File: src/logic/fixed_point_pkg.sv
package fixed_point_pkg;

	//////////////////////////////////////////////////
	// 4.23 two's complement coordinates
	//////////////////////////////////////////////////

	localparam int COORD_BITS = 27;
	localparam int FRAC_BITS  = 23;

	// Used for c, z and the per-pixel step
	typedef logic signed [COORD_BITS-1:0] coord_t;

	// Each zoom level halves the step
	typedef logic [4:0] zoom_t;

	// About 0.00464 per pixel at zoom 0
	localparam coord_t BASE_STEP = coord_t'(39000);

	//////////////////////////////////////////////////
	// Escape limits
	//////////////////////////////////////////////////

	// 4.0, compared against |z|^2
	localparam coord_t ESCAPE_MAG_SQ = coord_t'(4 << FRAC_BITS);

	// 2.0, bound on each part of z
	localparam coord_t ESCAPE_COMPONENT = coord_t'(2 << FRAC_BITS);

endpackage

File: src/logic/pixel_scanner.sv
`timescale 1ns/1ps

module pixel_scanner #(
	parameter int FRAME_WIDTH = 640,
	parameter int FRAME_HEIGHT = 480,
	localparam int ADDR_W = $clog2(FRAME_WIDTH * FRAME_HEIGHT)
) (
	input logic clk,
	input logic reset,
	input logic load,
	input logic advance,
	input fixed_point_pkg::coord_t x_start,
	input fixed_point_pkg::coord_t y_start,
	input fixed_point_pkg::zoom_t zoom,
	output fixed_point_pkg::coord_t c_re,
	output fixed_point_pkg::coord_t c_im,
	output logic [ADDR_W-1:0] pix_addr,
	output logic last
);
	import fixed_point_pkg::*;

	localparam int COL_W = $clog2(FRAME_WIDTH);
	localparam int ROW_W = $clog2(FRAME_HEIGHT);
	localparam logic [COL_W-1:0] COL_LAST = COL_W'(FRAME_WIDTH - 1);
	localparam logic [ROW_W-1:0] ROW_LAST = ROW_W'(FRAME_HEIGHT - 1);

	logic [COL_W-1:0] col;
	logic [ROW_W-1:0] row;

	// Kept for the start of each row
	coord_t x_origin;
	// Same step for x and y
	coord_t step;

	//////////////////////////////////////////////////
	// Position and address counters
	//////////////////////////////////////////////////

	always_ff @(posedge clk) begin
		if (reset) begin
			col <= '0;
			row <= '0;
			pix_addr <= '0;
		end else if (load) begin
			col <= '0;
			row <= '0;
			pix_addr <= '0;
		end else if (advance) begin
			pix_addr <= pix_addr + 1'b1;
			if (col == COL_LAST) begin
				col <= '0;
				row <= (row == ROW_LAST) ? '0 : row + 1'b1;
			end else begin
				col <= col + 1'b1;
			end
		end
	end

	//////////////////////////////////////////////////
	// Complex plane walk
	//////////////////////////////////////////////////

	always_ff @(posedge clk) begin
		if (load) begin
			c_re <= x_start;
			c_im <= y_start;
			x_origin <= x_start;
			// Arithmetic shift keeps the sign
			step <= BASE_STEP >>> zoom;
		end else if (advance) begin
			// Rows run top to bottom, so imaginary part falls
			if (col == COL_LAST) begin
				c_re <= x_origin;
				c_im <= c_im - step;
			end else begin
				c_re <= c_re + step;
			end
		end
	end

	assign last = (col == COL_LAST) && (row == ROW_LAST);

endmodule

File: config.mk
export PLATFORM = sky130hd
export DESIGN_NAME = pixel_scanner
export DESIGN_NICKNAME = d
export VERILOG_FILES = /design/src/logic/fixed_point_pkg.sv /design/src/logic/pixel_scanner.sv
export SDC_FILE = /design/constraint.sdc
export NUM_CORES = 1
export LEC_CHECK = 0
export ABC_AREA = 1
export CAP_MARGIN = 30
export CORE_ASPECT_RATIO = 1.1
export CORE_UTILIZATION = 44
export DETAILED_ROUTE_END_ITERATION = 8
export DONT_BUFFER_PORTS = 1
export PLACE_DENSITY_LB_ADDON = 0.3
export SYNTH_ARGS = -nofsm -noshare
export SYNTH_HDL_FRONTEND = slang
export SYNTH_SLANG_ARGS = --single-unit
export TNS_END_PERCENT = 20
File: constraint.sdc
create_clock -name clk -period 2.33 [get_ports clk]
set_input_delay 0.466 -clock clk [delete_from_list [all_inputs] [get_ports clk]]
set_output_delay 0.466 -clock clk [all_outputs]
set_load 0.02 [all_outputs]
==> results of run 1 <==
## path summary, 6_finish.rpt
| check | startpoint | to | slack [ns] | cells past startpoint |
|---|---|---|---|---|
| min reg2reg | row[7] | row[7] | 0.48 | 2 |
| max | c_im[7] | c_im[19] | 0.12 | 9 |
| max reg2reg | c_im[7] | c_im[19] | 0.12 | 9 |
| min | advance | pix_addr[0] | 0.13 | 1 |
## registers in the layout, summed over array words and instances (netlist names)
name,flops
row,9
col,10
c_im,27
step,16
c_re,27
x_origin,27
pix_addr,19
## logic make-up (layout without fill, tap and decap cells)
logic type,Yosys count,count (layout),share of synthesized area [%]
compound gates,141,141,8.50
fa+ha+maj,41,41,5.92
flops,135,135,41.2
simple gates,713,713,33.6
xor+xnor,19,19,1.86
buf+inv,213,280,8.99
## layout by cell type (no fill, tap or decap), types with 19 or more instances in the layout
cell,instances
a21oi_1,55
buf_4,53
clkbuf_16,19
dfxtp_1,36
edfxtp_1,97
ha_1,37
inv_1,185
nand2_1,425
nand3_1,105
nand4_1,20
nor2_1,108
o21ai_0,54
## Yosys cell counts, drive strengths merged
cell / instances
o221a: 1
or2: 12
o21ai: 67
nand3: 107
nand3b: 5
dfxtp: 38
ha: 39
a21o: 1
a211oi: 2
nor3: 17
clkbuf: 19
and3: 2
fa: 2
o211ai: 1
nand4: 20
buf: 2
o21bai: 4
nand2: 427
a221oi: 1
xnor2: 6
o32ai: 1
clkinv: 3
o21a: 3
edfxtp: 97
nor3b: 5
a21oi: 55
a31oi: 4
inv: 189
a21boi: 1
xor2: 13
nor2: 118
## area by class of cell
| class | count | area (um2) |
|---|---|---|
| clock buffers | 20 | 479 |
| clock inverters | 12 | 87.6 |
| fillers | 1967 | 9620 |
| inverters | 192 | 728 |
| multi-input cells | 914 | 4500 |
| flip-flops and latches | 135 | 3680 |
| well taps | 252 | 315 |
| repair buffers | 56 | 458 |
## per-layer routing
metal	vias to the layer above	wire length [um]
li1	4196	-
met1	3693	10200
met2	260	10900
met3	41	2040
met4	0	573
met5	-	0
## stage by stage
step	util, %	area [um2]	hold WS [ns]	TNS, ns	power, mW
after floorplan	-	8920	0.437	0	4.63
after global placement	48.4	9610	0.450	0	5.31
after detailed placement	48.4	9610	0.466	0	5.33
after CTS	51.3	10200	0.114	0	7.93
after global routing	51.6	10200	0.109	-0.000309	8.39
final	51.6	10200	0.126	0	7.93
## critical path, stage by stage (launching register included)
cell and delay, ns:
edfxtp_1 0.45, ha_1 0.42, nand2_1 0.11, nor2_1 0.31
and3_1 0.22, nand3_1 0.11, nand3_1 0.13, nand2_1 0.07
nand3_1 0.09, nand2_1 0.06
## timing repair
action                                  4_1_cts  5_1_grt
resized for setup                             1       22
pin swaps                                     1        1
endpoints found under the setup margin        1       20
buffers inserted                              1        0
## power by group through the flow
| stage | sequential (mW) | combinational [mW] | clock (mW) |
|---|---|---|---|
| 2_1_floorplan | 3.17 | 1.46 | 0 |
| 3_3_place_gp | 3.09 | 2.22 | 0 |
| 3_5_place_dp | 3.09 | 2.24 | 0 |
| 4_1_cts | 3.04 | 2.26 | 2.63 |
| 5_1_grt | 3.06 | 2.61 | 2.73 |
| 6_report | 3.04 | 2.31 | 2.59 |
==> results.ini, run 1 <==
[place]
dp_cells=1548
portBuffers=0
pre_cts_slack_ns=0.0271
place_congestion=0.989
hpwl_um=17800

[route]
dr.first_iter.drc_count=691
drc=0
vias=8190
vias_per_cell=5.18
wl_per_cell_um=15.0
postRouteAntennaNets=0
dr.pass1.iters=7
routed_wl_um=23700

[setup_path]
crit_path_start_kind=register
worstSetupPathType=register to register
cp_data_required_time_ns=2.51
critPathMaxFanout=6
end_kind=register
arrival_ns=2.39

[cts]
cts_buffer_depth=2
clkLatencyLatePin_ns=0.42
cts.sinks=135
tritoncts=yes
clk_pin_slew_ns=0.06
cts-root-buf=clkbuf_16
hold_buffers=0
numCtsBuffers=17
htree_levels=4

[floorplan]
core_area_mm2=0.0199
dieArea_mm2=0.0209
io_pins=137
die_w_um=138
core.rowCount=54
dieHeight_um=151
start_util_pct=44.9

[global_route]
first_global_vias=7582
grt_antenna_before_repair=0
grt_use_met1_pct=29.8
busiest_layer=met2
gr-usage-all-layers_pct=23.4
grt_pass1_wl_um=37600
use_met2_pct=37.6
globalRouteOverflowTotal=0
met3_usage_pct=7.16
grt_max_degree=108

[final_layout]
layout-drive-gt1-share_pct=9.56
antenna_cells=0
num-nets-final=1420
syn2layout_area_growth_pct=14.8
layout.cells.non_filler=1581

[power]
swShare_pct=35.0
switching_power_mw=2.77
internal-power_mw=5.16
p_leak_nw=4.83
seqPwrFrac_pct=38.3
peakVddDrop_mv=0.455
clockPowerShare_pct=32.6
powerDensity_mw_per_mm2=774
pwr-share-comb_pct=29.1

[synthesis]
yosys.area.top_type=edfxtp_1
ys_types=39
yosysTopAreaCellShare_pct=32.6
syn-cell-area_mm2=0.00892
synth_seq_cells=135
ys_seq_area_share_pct=41.2
synth-warning-count=0
syn-mean-instance-area_um2=7.07
syn_nets=1366
yosys-top-cells-area=edfxtp_1 (33%), nand2_1 (18%), dfxtp_1 (8.5%), inv_1 (7.8%), nand3_1 (6.0%)
netlist_instances=1262

[run_status]
outcome=finished, final reports clean

[timing]
skew_ns=0.0100
worst_slack_ns=0.121
tightest_slew_ns=0.498
slew_viol_final=0
fmax_mhz=453
maxSlewHeadroom_pct=66.6
fin_crit_ns=2.21
min_period_over_period_pct=94.8
setup_viol=0
hold_viol=0

[min_path]
hp-class=input port to register

[job]
max_cap_viol_count=0

(Power assumes the default switching activity.)
==> inputs of run 2 (changes only) <==
--- a/config.mk
+++ b/config.mk
@@ -11,7 +11,6 @@
 export CORE_UTILIZATION = 44
 export DETAILED_ROUTE_END_ITERATION = 8
 export DONT_BUFFER_PORTS = 1
-export PLACE_DENSITY_LB_ADDON = 0.3
 export SYNTH_ARGS = -nofsm -noshare
 export SYNTH_HDL_FRONTEND = slang
 export SYNTH_SLANG_ARGS = --single-unit
==> results.ini, run 2 (same netlist as run 1, synthesis figures left out) <==
[global_route]
grt_antenna_before_repair=0  ; unchanged
grt_pass1_wl_um=38800  ; +3.2%
first_global_vias=7789  ; +2.7%
gr-usage-all-layers_pct=24.3  ; +0.89 points
globalRouteOverflowTotal=0  ; unchanged
grt_max_degree=108  ; unchanged

[timing]
min_period_over_period_pct=97.7  ; +2.9 points
maxSlewHeadroom_pct=66.8  ; +0.18 points
tightest_slew_ns=0.496  ; -0.00270 ns
fmax_mhz=439  ; -2.9%
rsz0062_at_grt=yes
slew_viol_final=0  ; unchanged
hold_viol=0  ; unchanged
skew_ns=0.0101  ; +0.0000684 ns
setup_viol=0  ; unchanged
fin_crit_ns=2.28  ; +0.0666 ns

[final_layout]
antenna_cells=0  ; unchanged
layout-drive-gt1-share_pct=9.99  ; +0.43 points
reg.largest.list=c_im (27), c_re (27), x_origin (27)
final_cell_mix=nand2_1 (425), inv_1 (185), nor2_1 (112), nand3_1 (106), edfxtp_1 (97)
syn2layout_area_growth_pct=15.2
layout.cells.non_filler=1594  ; +0.82%
num-nets-final=1433  ; +0.92%
fillers=1971  ; +0.20%
layout_commonest_cell=nand2_1
post-route-util_pct=51.8  ; +0.18 points

[route]
vias_per_cell=5.13  ; -0.90%
vias=8183  ; -0.085%
dr.pass1.iters=6  ; -1
drc=0  ; unchanged
routed_wl_um=24300  ; +2.3%
postRouteAntennaNets=0  ; unchanged
dr.first_iter.drc_count=501  ; -27%
wl_per_cell_um=15.2  ; +1.4%

[cts]
numCtsBuffers=17  ; unchanged
cts-root-buf=clkbuf_16
tritoncts=yes
cts_buffer_depth=2  ; unchanged
clk_pin_slew_ns=0.06  ; about the same
htree_levels=4  ; unchanged
cts.sinks=135  ; unchanged
clkLatencyLatePin_ns=0.42  ; about the same

[min_path]
hp-class=input port to register

[run_status]
outcome=finished, final reports clean

[floorplan]
core.rowCount=54  ; unchanged
dieHeight_um=151  ; unchanged
die_w_um=138  ; unchanged
dieArea_mm2=0.0209  ; unchanged
core_area_mm2=0.0199  ; unchanged
io_pins=137  ; unchanged
start_util_pct=44.9  ; unchanged

[power]
p_leak_nw=4.88  ; +1.1%
power.total_mw=7.91  ; -0.33%
peakVddDrop_mv=0.510  ; +12%
powerDensity_mw_per_mm2=769  ; -0.68%

[job]
max_cap_viol_count=0  ; unchanged

[place]
portBuffers=0  ; unchanged
place_congestion=0.953  ; -3.6%
hpwl_um=18400  ; +3.2%
dp_cells=1561  ; +0.84%

[setup_path]
worstSetupPathType=register to output port
arrival_ns=1.81  ; -0.58 ns
cp_data_required_time_ns=1.86  ; -0.65 ns
critPathMaxFanout=25  ; +19
crit_path_start_kind=register
end_kind=output port

-- run 2: cell count changes in the layout (fill, tap and decap cells not counted), moves of 2 or more --
cell	before	now
buf_4	53	66
clkinv_2	0	4
nor2_1	108	112
nor2_2	8	4
inv_6	2	5
clkbuf_16	19	17
clkinvlp_4	2	0
inv_4	4	2
o21ai_1	9	11
-- run 2: cell type report --
cell class / count / area (um2) / area share (%)
clock inverter: 13 / 93.8 / 0.913
tap: 252 / 315 / 3.07
multi-input combinational: 914 / 4480 / 43.5
clock buffer: 19 / 443 / 4.31
inverter: 192 / 726 / 7.06
sequential: 135 / 3670 / 35.7
timing repair buffer: 69 / 556 / 5.40
-- run 2: final timing paths --
| kind | start | to | slack, ns | cells after the start |
|---|---|---|---|---|
| worst max-delay path | col[0] | last | 0.05 | 7 |
| worst min-delay path | advance | pix_addr[0] | 0.13 | 1 |
| worst max register to register | c_im[9] | c_im[19] | 0.16 | 10 |
| worst min register to register | row[3] | row[3] | 0.48 | 1 |
-- run 2: timing repair --
action	CTS	global route
gates resized for setup	1	13
buffers inserted	1	0
setup endpoints to repair	1	16
hold buffers	0	0
endpoints found under the hold margin	0	0
pin swaps	1	1
-- run 2: per-stage QoR --
step | setup WS (ns) | hold WS [ns] | setup TNS, ns | cell area (um2)
finish | 0.0539 | 0.134 | 0 | 10300
global route | -0.0577 | 0.106 | -0.0704 | 10300
CTS | 0.00505 | 0.107 | 0 | 10300
detailed placement | 0.0657 | 0.462 | 0 | 9710
global placement | 0.0706 | 0.456 | 0 | 9710
floorplan | 0.115 | 0.437 | 0 | 8920
-- run 2: routing by layer --
layer | vias up | routed length (um) | track usage (%)
li1 | 4213 | - | -
met1 | 3708 | 10900 | 31.5
met2 | 234 | 11200 | 39.4
met3 | 28 | 1770 | 6.79
met4 | 0 | 418 | 7.12
met5 | - | 0 | 0
-- run 2: where the power goes --
group,switching [mW],internal [mW],total (mW)
clock,1.11,1.40,2.51
combinational,1.49,0.862,2.35
sequential,0.210,2.84,3.05
total,2.81,5.10,7.91
-- run 2: worst max-delay path: stages (launching register included) --
cell      delay (ns)
dfxtp_1         0.36
ha_2            0.20
nand2_1         0.06
nand3b_1        0.19
nor2_4          0.17
inv_6           0.11
nor2_1          0.13
buf_4           0.16
==> inputs of run 3 (changes only) <==
==> constraint.sdc (replaced) <==
create_clock -name clk -period 2.35 [get_ports clk]
set_input_delay 0.47 -clock clk [delete_from_list [all_inputs] [get_ports clk]]
set_output_delay 0.47 -clock clk [all_outputs]
set_load 0.02 [all_outputs]
==> results.ini, run 3 (same netlist as run 1, synthesis figures left out) <==
[timing]
hold_viol=0  ; unchanged
slew_viol_final=0  ; unchanged
fmax_mhz=446
tightest_slew_ns=0.516  ; +0.0208 ns
maxSlewHeadroom_pct=65.4  ; -1.4 points
setup_tns_ns=0  ; unchanged
skew_ns=0.0119  ; +0.00176 ns
setup_viol=0  ; unchanged
min_period_over_period_pct=95.5
fin_crit_ns=2.24
rsz0062_at_grt=yes

[power]
powerDensity_mw_per_mm2=774  ; +0.67%
internal-power_mw=5.19  ; +1.7%
seqPwrFrac_pct=37.9  ; -0.7 points
switching_power_mw=2.80  ; -0.28%
p_leak_nw=4.88  ; about the same
peakVddDrop_mv=0.558  ; +9.4%
pwr-share-comb_pct=29.3  ; -0.4 points
swShare_pct=35.0  ; -0.45 points
clockPowerShare_pct=32.8  ; +1.1 points

[setup_path]
critPathSlowestCell=dfxtp_1
r2r-start=c_im[9]
crit_chain=ha_2 > nand2_1 > nand3b_1 > nor2_4 > inv_6 > nor2_2 > buf_4
cp_data_required_time_ns=1.88  ; +0.02 ns
arrival_ns=1.77  ; -0.04 ns
r2r_setup_slack_ns=0.16  ; about the same
end_kind=output port
worstSetupPathType=register to output port
r2r_cells=9  ; -1
critPathMaxFanout=22  ; -12%
worst_path_largest_cell_delay_ns=0.36  ; about the same
r2r_end=c_im[19]
crit_path_start_kind=register

[final_layout]
antenna_cells=0  ; unchanged
final_cell_mix=nand2_1 (425), inv_1 (185), nor2_1 (112), nand3_1 (107), edfxtp_1 (97)
layout_commonest_cell=nand2_1
layout-drive-gt1-share_pct=9.93  ; -0.060 points
num-nets-final=1431  ; -0.14%
layout.cells.non_filler=1592  ; -0.13%
fillers=1973  ; +0.10%
syn2layout_area_growth_pct=15.6
reg.largest.list=c_im (27), c_re (27), x_origin (27)

[global_route]
grt_antenna_before_repair=0  ; unchanged
grt_pass1_wl_um=38700  ; about the same
globalRouteOverflowTotal=0  ; unchanged
gr-usage-all-layers_pct=24.3  ; -0.035 points
grt_max_degree=108  ; unchanged
first_global_vias=7852  ; +0.81%

[cts]
clkLatencyLatePin_ns=0.42  ; about the same
clk_pin_slew_ns=0.06  ; about the same
cts.sinks=135  ; unchanged
htree_levels=4  ; unchanged
cts-root-buf=clkbuf_16
cts_buffer_depth=2  ; unchanged
hold_buffers=0  ; unchanged
numCtsBuffers=17  ; unchanged
tritoncts=yes

[route]
dr.first_iter.drc_count=572  ; +14%
vias_per_cell=5.17  ; +0.75%
routed_wl_um=24400  ; +0.47%
vias=8234  ; +0.62%
wl_per_cell_um=15.3  ; +0.60%
drc=0  ; unchanged
dr.pass1.iters=7  ; +1
postRouteAntennaNets=0  ; unchanged

[run_status]
outcome=finished, final reports clean

[place]
place_congestion=0.907  ; -4.9%
hpwl_um=18400  ; -0.11%
dp_cells=1558  ; -0.19%
portBuffers=0  ; unchanged

[floorplan]
core_area_mm2=0.0199  ; unchanged
die_w_um=138  ; unchanged
start_util_pct=44.9  ; unchanged
core.rowCount=54  ; unchanged
io_pins=137  ; unchanged
dieArea_mm2=0.0209  ; unchanged
dieHeight_um=151  ; unchanged

[min_path]
hp-class=input port to register
min_delay_path_depth=1  ; unchanged
hp-start=advance
min_to=pix_addr[0]

[job]
max_cap_viol_count=0  ; unchanged

## run 3: changes by cell type in the layout (fill, tap and decap cells not counted), sizes merged
cell	delta
buf	-2
clkbuf	+2
clkinv	-2
## run 3: critical path: cells and delay by family, from the launching register on
| kind | cells | cell delay (ns) |
|---|---|---|
| AND/OR/NAND/NOR | 4 | 0.53 |
| adder cells (fa/ha/maj) | 1 | 0.19 |
| buffers and inverters | 2 | 0.26 |
| flip-flops | 1 | 0.36 |
## run 3: worst max path at each step
stage | from | endpoint | slack [ns] | depth (start not counted)
finish | col[0] | last | 0.11 | 7
global route | col[0] | last | -0.01 | 7
CTS | col[0] | last | 0.03 | 7
detailed placement | step[0] | c_im[16] | 0.09 | 11
global placement | c_re[6] | c_re[26] | 0.09 | 10
floorplan | load | c_re[0] | 0.13 | 5
## run 3: routing by layer
layer | part of all wire, % | GRT usage, % | vias up
li1 | - | - | 4219
met1 | 44 | 30.9 | 3707
met2 | 45 | 38.9 | 269
met3 | 7.6 | 6.46 | 39
met4 | 2.7 | 9.84 | 0
met5 | 0 | 0 | -
## run 3: what timing repair did
item	CTS	global route
buffers inserted	1	1
pin swaps	1	2
endpoints found under the setup margin	1	12
gates resized for setup	1	14
## run 3: final cells by class
type                    instances  area (um2)  area share (%)
clock buffers                  21         493            4.78
clock inverters                11        81.3           0.788
inverters                     192         726            7.03
multi-input cells             914        4490            43.5
flip-flops and latches        135        3670            35.6
well taps                     252         315            3.06
repair buffers                 67         541            5.24
## run 3: power by group through the flow
stage / Sequential [mW] / Combinational (mW) / Clock, mW
final: 3.03 / 2.34 / 2.62
after global placement: 3.07 / 2.28 / 0
after detailed placement: 3.08 / 2.29 / 0
after floorplan: 3.14 / 1.45 / 0
after global routing: 3.05 / 2.66 / 2.76
after CTS: 3.03 / 2.30 / 2.67
## run 3: through the flow
stage                     setup slack [ns]  utilization [%]  hold WS (ns)  total power [mW]  cell area (um2)
final                                0.106             51.9         0.136              7.99            10300
after global routing               -0.0138             51.9         0.113              8.47            10300
after CTS                           0.0296             51.7         0.117              8.00            10300
after detailed placement            0.0904             48.8         0.467              5.36             9680
after global placement              0.0920             48.8         0.455              5.35             9680
after floorplan                      0.131                -         0.437              4.59             8920
