### src/logic/fixed_point_pkg.sv
package fixed_point_pkg;

	//////////////////////////////////////////////////
	// 4.23 two's complement coordinates
	//////////////////////////////////////////////////

	localparam int COORD_BITS = 27;
	localparam int FRAC_BITS  = 23;

	// Used for c, z and the per-pixel step
	typedef logic signed [COORD_BITS-1:0] coord_t;

	// Each zoom level halves the step
	typedef logic [4:0] zoom_t;

	// About 0.00464 per pixel at zoom 0
	localparam coord_t BASE_STEP = coord_t'(39000);

	//////////////////////////////////////////////////
	// Escape limits
	//////////////////////////////////////////////////

	// 4.0, compared against |z|^2
	localparam coord_t ESCAPE_MAG_SQ = coord_t'(4 << FRAC_BITS);

	// 2.0, bound on each part of z
	localparam coord_t ESCAPE_COMPONENT = coord_t'(2 << FRAC_BITS);

endpackage

### src/logic/render_pkg.sv
package render_pkg;

	// RGB 3-3-2
	typedef logic [7:0] color_t;

	// Frame level control
	typedef enum logic [1:0] {
		IDLE,
		ISSUE,
		WAIT,
		FINISH
	} frame_state_t;

	// Per-pixel iterator
	typedef enum logic [1:0] {
		ITER_IDLE,
		ITER_CALC,
		ITER_DONE
	} iter_state_t;

	//////////////////////////////////////////////////
	// Escape count to colour
	//////////////////////////////////////////////////

	// Bands by powers of two of the iteration limit
	function automatic color_t palette_color(input int unsigned count,
			input int unsigned iter_max);
		color_t color;
		// Never escaped, inside the set
		if (count >= iter_max)
			color = 8'b000_000_00;
		else if (count >= (iter_max >> 1))
			color = 8'b011_001_00;
		// Same shade as the band above
		else if (count >= (iter_max >> 2))
			color = 8'b011_001_00;
		else if (count >= (iter_max >> 3))
			color = 8'b101_010_01;
		else if (count >= (iter_max >> 4))
			color = 8'b011_001_01;
		else if (count >= (iter_max >> 5))
			color = 8'b001_001_01;
		else if (count >= (iter_max >> 6))
			color = 8'b011_010_10;
		// Fast escapes
		else
			color = 8'b010_100_10;
		return color;
	endfunction

endpackage

### src/logic/iterate_if.sv
`timescale 1ns/1ps

interface iterate_if #(
	parameter int ITER_MAX = 1000
);
	import fixed_point_pkg::*;

	localparam int CNT_W = $clog2(ITER_MAX) + 1;

	// Point to test, driven straight from the scanner at the top level
	coord_t c_re;
	coord_t c_im;

	// Start/ready to hand over c, done/ack to return the count
	logic start;
	logic ready;
	logic done;
	logic ack;
	logic [CNT_W-1:0] count;

	modport requester (output start, output ack, input ready, input done, input count);

	modport worker (input c_re, input c_im, input start, input ack,
		output ready, output done, output count);

endinterface

### src/logic/frame_sequencer.sv
`timescale 1ns/1ps

module frame_sequencer #(
	parameter int ITER_MAX = 1000
) (
	input logic clk,
	input logic reset,
	input logic frame_start,
	input logic last,
	iterate_if.requester it,
	output logic load,
	output logic advance,
	output logic pix_we,
	output render_pkg::color_t pix_color,
	output logic frame_busy,
	output logic frame_done
);
	import render_pkg::*;

	frame_state_t state;

	logic accept;

	// New frame only when not busy
	assign accept = frame_start && (state == IDLE || state == FINISH);

	//////////////////////////////////////////////////
	// Frame FSM
	//////////////////////////////////////////////////

	always_ff @(posedge clk) begin
		if (reset) begin
			state <= IDLE;
			pix_we <= 1'b0;
		end else begin
			// One write per result, the cycle after done is seen
			pix_we <= (state == WAIT) && it.done && !pix_we;
			case (state)
				IDLE, FINISH: if (accept) state <= ISSUE;
				ISSUE: if (it.ready) state <= WAIT;
				// Leave on the write cycle
				WAIT: begin
					if (pix_we)
						state <= last ? FINISH : ISSUE;
				end
				default: state <= IDLE;
			endcase
		end
	end

	// Colour of the returned count, lined up with pix_we
	always_ff @(posedge clk) begin
		if (state == WAIT && it.done && !pix_we)
			pix_color <= palette_color(32'(it.count), ITER_MAX);
	end

	//////////////////////////////////////////////////
	// Outputs
	//////////////////////////////////////////////////

	// Scanner picks up the start point on the accept cycle
	assign load = accept;

	assign it.start = (state == ISSUE);

	// Release the iterator and step the scanner as the pixel is written
	assign it.ack = pix_we;
	assign advance = pix_we;

	assign frame_busy = (state == ISSUE) || (state == WAIT);
	assign frame_done = (state == FINISH);

endmodule

### src/flat_wrapper.sv
// flat-port wrapper written by rule: the top's interface ports become plain ports
module frame_sequencer_flat import render_pkg::*;
#(
	parameter int ITER_MAX = 1000
)
  (clk, reset, frame_start, last, load, advance, pix_we, pix_color, frame_busy, frame_done, it_start, it_ack, it_ready, it_done, it_count);
  iterate_if #(.ITER_MAX(ITER_MAX)) it_i ();
  input logic clk;
  input logic reset;
  input logic frame_start;
  input logic last;
  output logic load;
  output logic advance;
  output logic pix_we;
  output render_pkg::color_t pix_color;
  output logic frame_busy;
  output logic frame_done;
  output wire logic [$bits(it_i.start)-1:0] it_start;
  output wire logic [$bits(it_i.ack)-1:0] it_ack;
  input wire logic [$bits(it_i.ready)-1:0] it_ready;
  input wire logic [$bits(it_i.done)-1:0] it_done;
  input wire logic [$bits(it_i.count)-1:0] it_count;
  assign it_start = it_i.start;
  assign it_ack = it_i.ack;
  assign it_i.ready = it_ready;
  assign it_i.done = it_done;
  assign it_i.count = it_count;
  frame_sequencer #(.ITER_MAX(ITER_MAX)) u_core (.clk(clk), .reset(reset), .frame_start(frame_start), .last(last), .it(it_i), .load(load), .advance(advance), .pix_we(pix_we), .pix_color(pix_color), .frame_busy(frame_busy), .frame_done(frame_done));
endmodule
### config.mk
export PLATFORM = sky130hd
export DESIGN_NAME = frame_sequencer_flat
export DESIGN_NICKNAME = d
export VERILOG_FILES = /design/src/logic/fixed_point_pkg.sv /design/src/logic/render_pkg.sv /design/src/logic/iterate_if.sv /design/src/logic/frame_sequencer.sv /design/src/flat_wrapper.sv
export SDC_FILE = /design/constraint.sdc
export NUM_CORES = 1
export LEC_CHECK = 0
export ABC_CLOCK_PERIOD_IN_PS = 4700
export BUFFER_PORTS_ARGS = -buffer_cell sky130_fd_sc_hd__buf_2
export CAP_MARGIN = 20
export CORE_MARGIN = 2
export CORE_UTILIZATION = 47
export CTS_CLUSTER_SIZE = 30
export DETAILED_ROUTE_END_ITERATION = 6
export PLACE_DENSITY_LB_ADDON = 0.2
export REMOVE_ABC_BUFFERS = 1
export SYNTH_ARGS = -nofsm -noshare
export SYNTH_HDL_FRONTEND = slang
export SYNTH_SLANG_ARGS = --single-unit
### constraint.sdc
create_clock -name clk -period 4.7 [get_ports clk]
set_clock_uncertainty 0.1 [all_clocks]
set_input_delay 0.235 -clock clk [delete_from_list [all_inputs] [get_ports clk]]
set_output_delay 0.235 -clock clk [all_outputs]
set_load 0.01 [all_outputs]
==> impl_metrics.py, run 1 <==
metrics = {
    "critical_path": {
        "crit_family": "flip-flops",
        "crit_slowest_cell": "dfxtp_1",
        "cp.required_ps": 4370,
        "cp_max_fo": 5,
        "path_buf_inv": 3,
        "cp.arrival_ps": 1310,
        "end_kind": "primary output",
        "slowest_delay_ps": 400,
        "cp-startpoint": "u_core.state[0]$_SDFFE_PP0P_",
        "cp_common_cell": "inv_1",
        "path_cells": "inv_1, ha_1, inv_1, nor2_1, buf_2",
        "rr_startpoint": "u_core.state[0]$_SDFFE_PP0P_",
        "startpoint_type": "flip-flop",
        "crit_type": "reg -> out",
    },
    "job": {
        "maxCapViolations": 0,
    },
    "route": {
        "ant_nets": 0,
        "drt-initial-drc-count": 6,
        "wl_um": 1190,
        "dr.pass1.iters": 4,
        "viasPerCell": 5.14,
        "vias": 565,
        "wl_per_cell_um": 10.8,
        "post-route-drc-count": 0,
    },
    "synth": {
        "synth_cells": 62,
        "netlist_area_um2": 652,
        "synth_seq_cells": 11,
        "synthTopCellsByArea": "edfxtp_1 (37%), dfxtp_1 (9.2%), ha_1 (7.7%), inv_1 (3.5%), nor2_1 (3.5%)",
        "avgSynthCellArea_um2": 10.5,
        "synth_top_area_frac": 0.369,
        "yosysTopAreaCell": "edfxtp_1",
        "ys_types": 29,
        "yosysSeqAreaShare": 0.461,
        "ys_warn_count": 0,
    },
    "global_route": {
        "grt_max_degree": 10,
        "grtUsageTotal": 0.182,
        "use_met2": 0.309,
        "met1_usage": 0.235,
        "grt_pass1_vias": 504,
        "use_met3": 0.0163,
        "grt_pass1_wl_um": 2080,
        "antenna_found_initial": 0,
        "grt_overflow_total": 0,
        "grt-busiest-layer": "met2",
    },
    "placement": {
        "dpl_cell_area_um2": 811,
        "dp_hpwl_um": 1070,
        "numPortBuffers": 31,
        "place.gp.congestion": 0.792,
    },
    "timing": {
        "rsz0062_at_grt": "no",
        "setup_tns_ps": 0,
        "final-hold-violation-count": 0,
        "final-setup-viol-count": 0,
        "post-route-period-util": 0.351,
        "period_minus_slack_ps": 1650,
        "tightestPinTransition_ps": 404,
        "final-max-slew-violation-count": 0,
        "fmax_ghz": 0.607,
        "slew_headroom": 0.731,
    },
    "layout": {
        "drive_gt1_frac": 0.463,
        "fin_area_um2": 838,
        "area_delta_synth_final_pct": 28.6,
        "post-route-util": 0.644,
        "antenna_cells": 0,
        "final_nets": 117,
    },
    "min_path": {
        "hp-start": "reset",
        "min_path_type": "in -> reg",
    },
    "clock_tree": {
        "ctsHoldBuffers": 0,
        "cts_resized": 0,
        "cts_max_path_buffers": 2,
        "clkLatencyLatePin_ps": 260,
        "cts_tree": "done",
        "numCtsBuffers": 3,
        "cts_setup_buffers": 0,
        "htreeDepth": 1,
        "clk_pin_slew_ps": 70,
        "cts_root_buf": "clkbuf_4",
        "cts.sinks": 11,
    },
    "floorplanning": {
        "rows": 13,
        "start_util": 0.501,
        "coreArea_mm2": 0.00130,
        "die-area_mm2": 0.00170,
        "die_w_um": 41.2,
        "die_y_um": 41.2,
        "ioPinCount": 32,
    },
    "power_and_ir_drop": {
        "power_density_mw_per_mm2": 258,
        "ir_drop_v": 0.000140,
        "leakage_nw": 0.389,
        "p_total_w": 0.000216,
    },
    "run_status": {
        "run_status": "completed",
    },
}
## path summary, 6_finish.rpt
path	end	slack (ps)	cells past startpoint
worst max register to register	u_core.state[0]$_SDFFE_PP0P_	3060	6
worst min register to register	u_core.state[1]$_SDFFE_PP0P_	440	2
worst max-delay path	load	3050	5
worst min-delay path	u_core.state[1]$_SDFFE_PP0P_	70	2
## layout make-up
class                      instances  area (µm²)
timing repair buffer              31         155
sequential                        11         300
multi-input combinational         42         310
clock buffer                       3        22.5
fill                             125         463
clock inverter                     1        5.00
tap                               15        18.8
inverter                           7        26.3
## power by group
group | switching [W] | internal, W
clock network | 0.0000283 | 0.0000313
registers | 0.00000309 | 0.000107
logic | 0.0000262 | 0.0000204
total | 0.0000577 | 0.000159
## synthesized netlist by cell type
cell type / count
and4_1: 1
inv_1: 6
a221oi_1: 1
nand2_1: 3
o21a_1: 1
inv_2: 1
o21bai_1: 1
dfxtp_1: 3
edfxtp_1: 8
buf_4: 2
o21ai_0: 2
o211ai_1: 2
nor3_2: 2
nor2_2: 1
nand3_1: 2
o22ai_1: 1
a21oi_1: 2
and2_1: 1
o211ai_2: 1
nor2_1: 6
nand4_1: 2
nor4b_2: 1
o21ai_2: 1
a211oi_1: 1
ha_1: 4
nor4_2: 1
nor3_4: 1
nand2b_1: 1
nor2b_1: 3
## state kept, by name, summed over array words and instances, names as in the netlist
register          count
u_core.pix_color      8
u_core.state          2
u_core.advance        1
## cell families after synthesis
group                    Yosys count  share of synthesized area
AND/OR/NAND/NOR                   25                      0.255
flip-flops                        11                      0.461
AO/OA/AOI/OAI                     13                      0.144
adder cells (fa/ha/maj)            4                     0.0768
buffers and inverters              9                     0.0633
## metal layers
| metal | wire [µm] | up-vias |
|---|---|---|
| met5 | 0 | - |
| met1 | 526 | 255 |
| li1 | - | 292 |
| met3 | 58 | 0 |
| met4 | 0 | 0 |
| met2 | 607 | 18 |
## stage by stage
stage / setup slack, ps / hold slack, ps / cells
3_3_place_gp: 3150 / 336 / 106
2_1_floorplan: 3210 / 204 / 60
5_1_grt: 2860 / 67.0 / 110
6_report: 3050 / 67.9 / 110
3_5_place_dp: 3070 / 339 / 106
4_1_cts: 3030 / 64.3 / 110
## cell usage in the layout (no fill, tap or decap)
cell      Yosys  final
nand2b_1      1      1
nor2_2        1      1
ha_1          4      4
a211oi_1      1      1
nand3_1       2      2
nor4_2        1      1
nor3_4        1      1
a21oi_1       2      2
o21bai_1      1      1
buf_2         0     31
and2_1        1      1
clkbuf_4      0      3
o21ai_0       2      2
o211ai_2      1      1
and4_1        1      1
a221oi_1      1      1
inv_1         6      6
edfxtp_1      8      8
o211ai_1      2      2
clkinv_2      0      1
inv_2         1      1
o22ai_1       1      1
nand4_1       2      2
o21a_1        1      1
nor3_2        2      2
nand2_1       3      3
o21ai_2       1      1
nor4b_2       1      1
nor2b_1       3      3
dfxtp_1       3      3
nor2_1        6      6
No activity file was read; power rests on OpenSTA's default activity.
==> run 2, diff against run 1 <==
--- a/config.mk
+++ b/config.mk
@@ -5,11 +5,11 @@
 export SDC_FILE = /design/constraint.sdc
 export NUM_CORES = 1
 export LEC_CHECK = 0
-export ABC_CLOCK_PERIOD_IN_PS = 4700
+export ABC_CLOCK_PERIOD_IN_PS = 1500
 export BUFFER_PORTS_ARGS = -buffer_cell sky130_fd_sc_hd__buf_2
 export CAP_MARGIN = 20
 export CORE_MARGIN = 2
-export CORE_UTILIZATION = 47
+export CORE_UTILIZATION = 39
 export CTS_CLUSTER_SIZE = 30
 export DETAILED_ROUTE_END_ITERATION = 6
 export PLACE_DENSITY_LB_ADDON = 0.2
==> constraint.sdc (replaced) <==
create_clock -name clk -period 1.5 [get_ports clk]
set_clock_uncertainty 0.1 [all_clocks]
set_input_delay 0.075 -clock clk [delete_from_list [all_inputs] [get_ports clk]]
set_output_delay 0.075 -clock clk [all_outputs]
set_load 0.01 [all_outputs]
==> impl_metrics.py, run 2 (same netlist as run 1, synthesis figures left out) <==
metrics = {
    "placement": {
        "dpl_cell_area_um2": 862,
        "dp_hpwl_um": 1000,
        "numPortBuffers": 31,
        "dp_worst_setup_slack_ps": -38.6,
        "placedCellCount": 112,
        "place.gp.congestion": 0.811,
    },
    "timing": {
        "final-setup-viol-count": 0,
        "final-hold-violation-count": 0,
        "rsz0062_at_grt": "no",
        "slew_headroom": 0.792,
        "tightestPinTransition_ps": 312,
        "fmax_ghz": 0.709,
        "post-route-period-util": 0.940,
        "period_minus_slack_ps": 1410,
        "setup_slack_ps": 89.4,
        "final-max-slew-violation-count": 0,
    },
    "layout": {
        "finalNonFillerCells": 118,
        "post-route-util": 0.618,
        "largest_reg_flops": 8,
        "antenna_cells": 0,
        "area_delta_synth_final_pct": 46.1,
        "final_nets": 124,
        "regMostFlops": "u_core.pix_color",
        "fin_area_um2": 952,
        "drive_gt1_frac": 0.539,
        "layout_commonest_cell": "buf_2",
        "final_cell_mix": "buf_2 (31), edfxtp_1 (8), inv_1 (6), nor2_1 (6), buf_4 (5)",
    },
    "floorplanning": {
        "rows": 14,
        "die_y_um": 44.9,
        "ioPinCount": 32,
        "start_util": 0.423,
        "coreArea_mm2": 0.00154,
        "die_w_um": 44.9,
        "die-area_mm2": 0.00201,
    },
    "global_route": {
        "grt_pass1_vias": 533,
        "antenna_found_initial": 0,
        "grt_overflow_total": 0,
        "grt_max_degree": 10,
        "grtUsageTotal": 0.138,
        "grt_pass1_wl_um": 2100,
    },
    "critical_path": {
        "cp.arrival_ps": 1490,
        "cp-startpoint": "u_core.state[0]$_SDFFE_PP0P_",
        "cp-endpoint": "u_core.state[0]$_SDFFE_PP0P_",
        "crit_type": "reg -> reg",
        "r2r_slack_ps": 90,
        "cp_max_fo": 3,
        "end_kind": "flip-flop",
        "startpoint_type": "flip-flop",
        "r2r_end": "u_core.state[0]$_SDFFE_PP0P_",
        "rr_startpoint": "u_core.state[0]$_SDFFE_PP0P_",
        "cp.required_ps": 1580,
        "reg2reg_depth": 5,
    },
    "clock_tree": {
        "numCtsBuffers": 3,
        "cts_root_buf": "clkbuf_4",
        "cts_tree": "done",
        "htreeDepth": 1,
        "clkLatencyLatePin_ps": 250,
        "cts_max_path_buffers": 2,
        "cts.sinks": 11,
        "clk_pin_slew_ps": 60,
    },
    "power_and_ir_drop": {
        "p_total_w": 0.000759,
        "leakage_nw": 0.429,
        "ir_drop_v": 0.000407,
        "power_density_mw_per_mm2": 797,
    },
    "min_path": {
        "min_path_type": "in -> reg",
    },
    "route": {
        "drt-initial-drc-count": 2,
        "wl_per_cell_um": 10.8,
        "ant_nets": 0,
        "post-route-drc-count": 0,
        "vias": 591,
        "wl_um": 1270,
        "dr.pass1.iters": 4,
        "viasPerCell": 5.01,
    },
    "job": {
        "maxCapViolations": 0,
    },
    "run_status": {
        "run_status": "completed",
    },
}
[run 2: what timing repair did]
| action | in CTS | in global routing |
|---|---|---|
| endpoints found under the hold margin | 3 | 0 |
| hold buffers | 1 | 0 |
| gates resized for setup | 1 | 7 |
| endpoints found under the setup margin | 2 | 12 |
| cloned | 0 | 0 |
| buffers inserted | 0 | 1 |
| pin swaps | 0 | 1 |
[run 2: how the worst min path moves through the flow]
stage	from	endpoint	slack (ps)	cells after the start
floorplan	reset	u_core.state[1]$_SDFFE_PP0P_	40	1
detailed placement	reset	u_core.advance$_SDFF_PP0_	170	2
CTS	it_ready	u_core.state[1]$_SDFFE_PP0P_	120	5
finish	it_ready	u_core.state[1]$_SDFFE_PP0P_	120	5
global placement	reset	u_core.state[1]$_SDFFE_PP0P_	170	2
global route	last	u_core.state[1]$_SDFFE_PP0P_	140	5
[run 2: metrics by stage]
stage / hold WS, ps / setup TNS, ps
2_1_floorplan: 44.1 / 0
3_3_place_gp: 171 / 0
3_5_place_dp: 174 / -52.4
4_1_cts: 119 / 0
5_1_grt: 135 / 0
6_report: 116 / 0
[run 2: cell type report]
type / count / area [µm²]
Inverter: 7 / 26.3
Tap cell: 16 / 20.0
Timing Repair Buffer: 38 / 223
Multi-Input combinational cell: 42 / 355
Fill cell: 139 / 589
Sequential cell: 11 / 302
Clock buffer: 4 / 26.3
[run 2: power breakdown]
part / switching, W / internal [W]
Sequential: 0.00000526 / 0.000335
Combinational: 0.000112 / 0.000118
Clock: 0.0000868 / 0.000103
Total: 0.000204 / 0.000556
[run 2: critical path: stages (launching register included)]
cell and delay, ps:
dfxtp_1 330, inv_1 70, ha_4 250, a221oi_4 320
nor2_1 80, a211oi_2 190
[run 2: metal layers]
layer,global-route usage,wire [µm],up-vias
met5,0,0,-
li1,-,-,301
met2,0.226,566,29
met3,0.0120,100,0
met1,0.190,605,261
met4,0.0529,0,0
==> run 3, diff against run 2 <==
--- a/config.mk
+++ b/config.mk
@@ -5,11 +5,12 @@
 export SDC_FILE = /design/constraint.sdc
 export NUM_CORES = 1
 export LEC_CHECK = 0
+export ABC_AREA = 1
 export ABC_CLOCK_PERIOD_IN_PS = 1500
 export BUFFER_PORTS_ARGS = -buffer_cell sky130_fd_sc_hd__buf_2
 export CAP_MARGIN = 20
 export CORE_MARGIN = 2
-export CORE_UTILIZATION = 39
+export CORE_UTILIZATION = 41
 export CTS_CLUSTER_SIZE = 30
 export DETAILED_ROUTE_END_ITERATION = 6
 export PLACE_DENSITY_LB_ADDON = 0.2
==> impl_metrics.py, run 3 <==
metrics = {
    "run_status": {
        "run_status": "completed",
    },
    "critical_path": {
        "reg2reg_depth": 9,
        "r2r_end": "u_core.state[0]$_SDFFE_PP0P_",
        "rr_startpoint": "u_core.state[0]$_SDFFE_PP0P_",
        "startpoint_type": "flip-flop",
        "cp-startpoint": "u_core.state[0]$_SDFFE_PP0P_",
        "end_kind": "flip-flop",
        "cp.arrival_ps": 1530,
        "cp.required_ps": 1600,
        "cp_max_fo": 3,
        "cp-endpoint": "u_core.state[0]$_SDFFE_PP0P_",
        "crit_type": "reg -> reg",
        "r2r_slack_ps": 70,
    },
    "route": {
        "vias": 663,
        "dr.pass1.iters": 4,
        "wl_per_cell_um": 9.61,
        "post-route-drc-count": 0,
        "viasPerCell": 4.60,
        "drt-initial-drc-count": 14,
        "wl_um": 1380,
        "ant_nets": 0,
    },
    "timing": {
        "slew_headroom": 0.811,
        "final-setup-viol-count": 0,
        "final-hold-violation-count": 0,
        "period_minus_slack_ps": 1430,
        "rsz0062_at_grt": "yes",
        "fmax_ghz": 0.700,
        "setup_tns_ps": 0,
        "tightestPinTransition_ps": 282,
        "post-route-period-util": 0.953,
        "final-max-slew-violation-count": 0,
    },
    "power_and_ir_drop": {
        "p_sw_w": 0.000275,
        "p_clk_frac": 0.235,
        "switching_share": 0.322,
        "leakage_nw": 0.496,
        "seqPwrFrac": 0.423,
        "power_density_mw_per_mm2": 875,
        "p_int_w": 0.000581,
        "power.share.combinational": 0.341,
        "ir_drop_v": 0.000346,
    },
    "synth": {
        "yosysSeqAreaShare": 0.416,
        "netlist_area_um2": 722,
        "synth_top_area_frac": 0.333,
        "synth_most_common_cell": "nand2_1",
        "yosysTopAreaCell": "edfxtp_1",
        "ys_warn_count": 0,
        "synth_common_cells": "nand2_1 (19), inv_1 (16), nor2_1 (11)",
        "synth_compound_area_frac": 0.0797,
        "synthMuxAreaShare": 0,
        "synthAdderAreaFrac": 0.0693,
        "ys.flop_type": "edfxtp_1",
        "synthSimpleGateAreaFrac": 0.315,
        "synth_edf_count": 8,
        "async_flop_share": 0,
        "synth_seq_cells": 11,
        "avgSynthCellArea_um2": 8.02,
        "synthTopCellsByArea": "edfxtp_1 (33%), nand2_1 (9.9%), dfxtp_1 (8.3%), inv_1 (8.3%), ha_1 (6.9%)",
        "ys_types": 22,
        "synth_top_family_by_area": "simple AND/OR/NAND/NOR gates",
        "synthXorXnorAreaFrac": 0,
        "synth_cells": 90,
    },
    "clock_tree": {
        "cts_root_buf": "clkbuf_4",
        "cts_tree": "done",
        "numCtsBuffers": 3,
        "cts_setup_buffers": 0,
        "cts.sinks": 11,
        "cts_max_path_buffers": 2,
        "clkLatencyLatePin_ps": 270,
        "htreeDepth": 1,
        "clk_pin_slew_ps": 70,
    },
    "global_route": {
        "antenna_found_initial": 0,
        "grtUsageTotal": 0.150,
        "grt_max_degree": 9,
        "grt_overflow_total": 0,
        "grt_pass1_wl_um": 2250,
        "grt_pass1_vias": 584,
    },
    "layout": {
        "largest_reg_flops": 8,
        "final_nets": 149,
        "antenna_cells": 0,
        "drive_gt1_frac": 0.449,
        "regMostFlops": "u_core.pix_color",
        "area_delta_synth_final_pct": 35.5,
        "fin_area_um2": 978,
        "layout_commonest_cell": "buf_2",
        "final_cell_mix": "buf_2 (31), nand2_1 (19), inv_1 (14), nor2_1 (11), edfxtp_1 (8)",
    },
    "floorplanning": {
        "die-area_mm2": 0.00211,
        "start_util": 0.427,
        "ioPinCount": 32,
        "die_y_um": 46.0,
        "rows": 15,
        "die_w_um": 46.0,
        "coreArea_mm2": 0.00169,
    },
    "placement": {
        "dp_hpwl_um": 1110,
        "numPortBuffers": 31,
        "place.gp.congestion": 0.829,
        "dpl_cell_area_um2": 898,
    },
    "min_path": {
        "min_path_type": "in -> reg",
    },
    "job": {
        "maxCapViolations": 0,
    },
}
==> run 3: cell count changes in the layout (fill, tap and decap cells not counted), moves of 3 or more <==
cell	delta
nand2_1	+16
nand2_2	+3
buf_4	-4
inv_1	+8
nor2_1	+5
inv_2	+4
==> run 3: kinds of logic (layout without fill, tap and decap cells) <==
| group | count (synthesis) | count (layout) |
|---|---|---|
| AOI/OAI and AO/OA | 8 | 8 |
| adders and majority gates | 4 | 4 |
| buffers and inverters | 21 | 58 |
| DFF | 11 | 11 |
| and+or+nand+nor | 46 | 46 |
==> run 3: repair_timing <==
action | 4_1_cts | 5_1_grt
endpoints found under the hold margin | 3 | 0
hold buffers | 2 | 0
resized for setup | 0 | 9
setup endpoints to repair | 0 | 1
==> run 3: power groups by stage <==
stage / sequential [W] / combinational, W / clock, W
floorplan: 0.000370 / 0.000146 / 0
detailed placement: 0.000362 / 0.000252 / 0
finish: 0.000362 / 0.000292 / 0.000201
global route: 0.000365 / 0.000329 / 0.000222
global placement: 0.000360 / 0.000243 / 0
CTS: 0.000355 / 0.000259 / 0.000205
==> run 3: worst max-delay path, stage by stage (launching register included) <==
cell and delay, ps:
dfxtp_2 350, inv_2 50, ha_4 260, inv_2 40
or2_1 210, nand3_2 90, nand2_1 50, o21ai_1 60
inv_1 50, nor2_1 100
==> run 3: final cells by class <==
cell class / instances / area, µm²
fillers: 164 / 711
well taps: 17 / 21.3
repair buffers: 35 / 194
clock buffers: 4 / 26.3
inverters: 19 / 71.3
multi-input cells: 58 / 360
flip-flops and latches: 11 / 305
==> run 3: metrics by stage <==
step | hold WS, ps | worst slack (ps) | std cells | total power, W | util
floorplan | 44.1 | 12.7 | 88 | 0.000516 | -
global placement | 175 | 154 | 138 | 0.000603 | 0.532
detailed placement | 175 | 74.0 | 138 | 0.000614 | 0.532
CTS | 79.9 | 48.9 | 144 | 0.000818 | 0.559
global route | 142 | -40.2 | 144 | 0.000916 | 0.579
finish | 73.3 | 70.9 | 144 | 0.000856 | 0.579
==> run 3: how the worst min path moves through the flow <==
| stage | slack (ps) | cells past startpoint | start | endpoint |
|---|---|---|---|---|
| after detailed placement | 170 | 2 | reset | u_core.state[1]$_SDFFE_PP0P_ |
| after floorplan | 40 | 1 | reset | u_core.state[1]$_SDFFE_PP0P_ |
| final | 70 | 5 | last | u_core.state[1]$_SDFFE_PP0P_ |
| after CTS | 80 | 5 | last | u_core.state[1]$_SDFFE_PP0P_ |
| after global routing | 140 | 5 | last | u_core.state[1]$_SDFFE_PP0P_ |
| after global placement | 180 | 2 | reset | u_core.state[0]$_SDFFE_PP0P_ |
==> run 3: routing by layer <==
| layer | vias to the layer above | global-route usage | part of all wire |
|---|---|---|---|
| li1 | 356 | - | - |
| met4 | 0 | 0.0971 | 0.015 |
| met2 | 24 | 0.242 | 0.51 |
| met3 | 2 | 0.0397 | 0.055 |
| met5 | - | 0 | 0 |
| met1 | 281 | 0.174 | 0.42 |
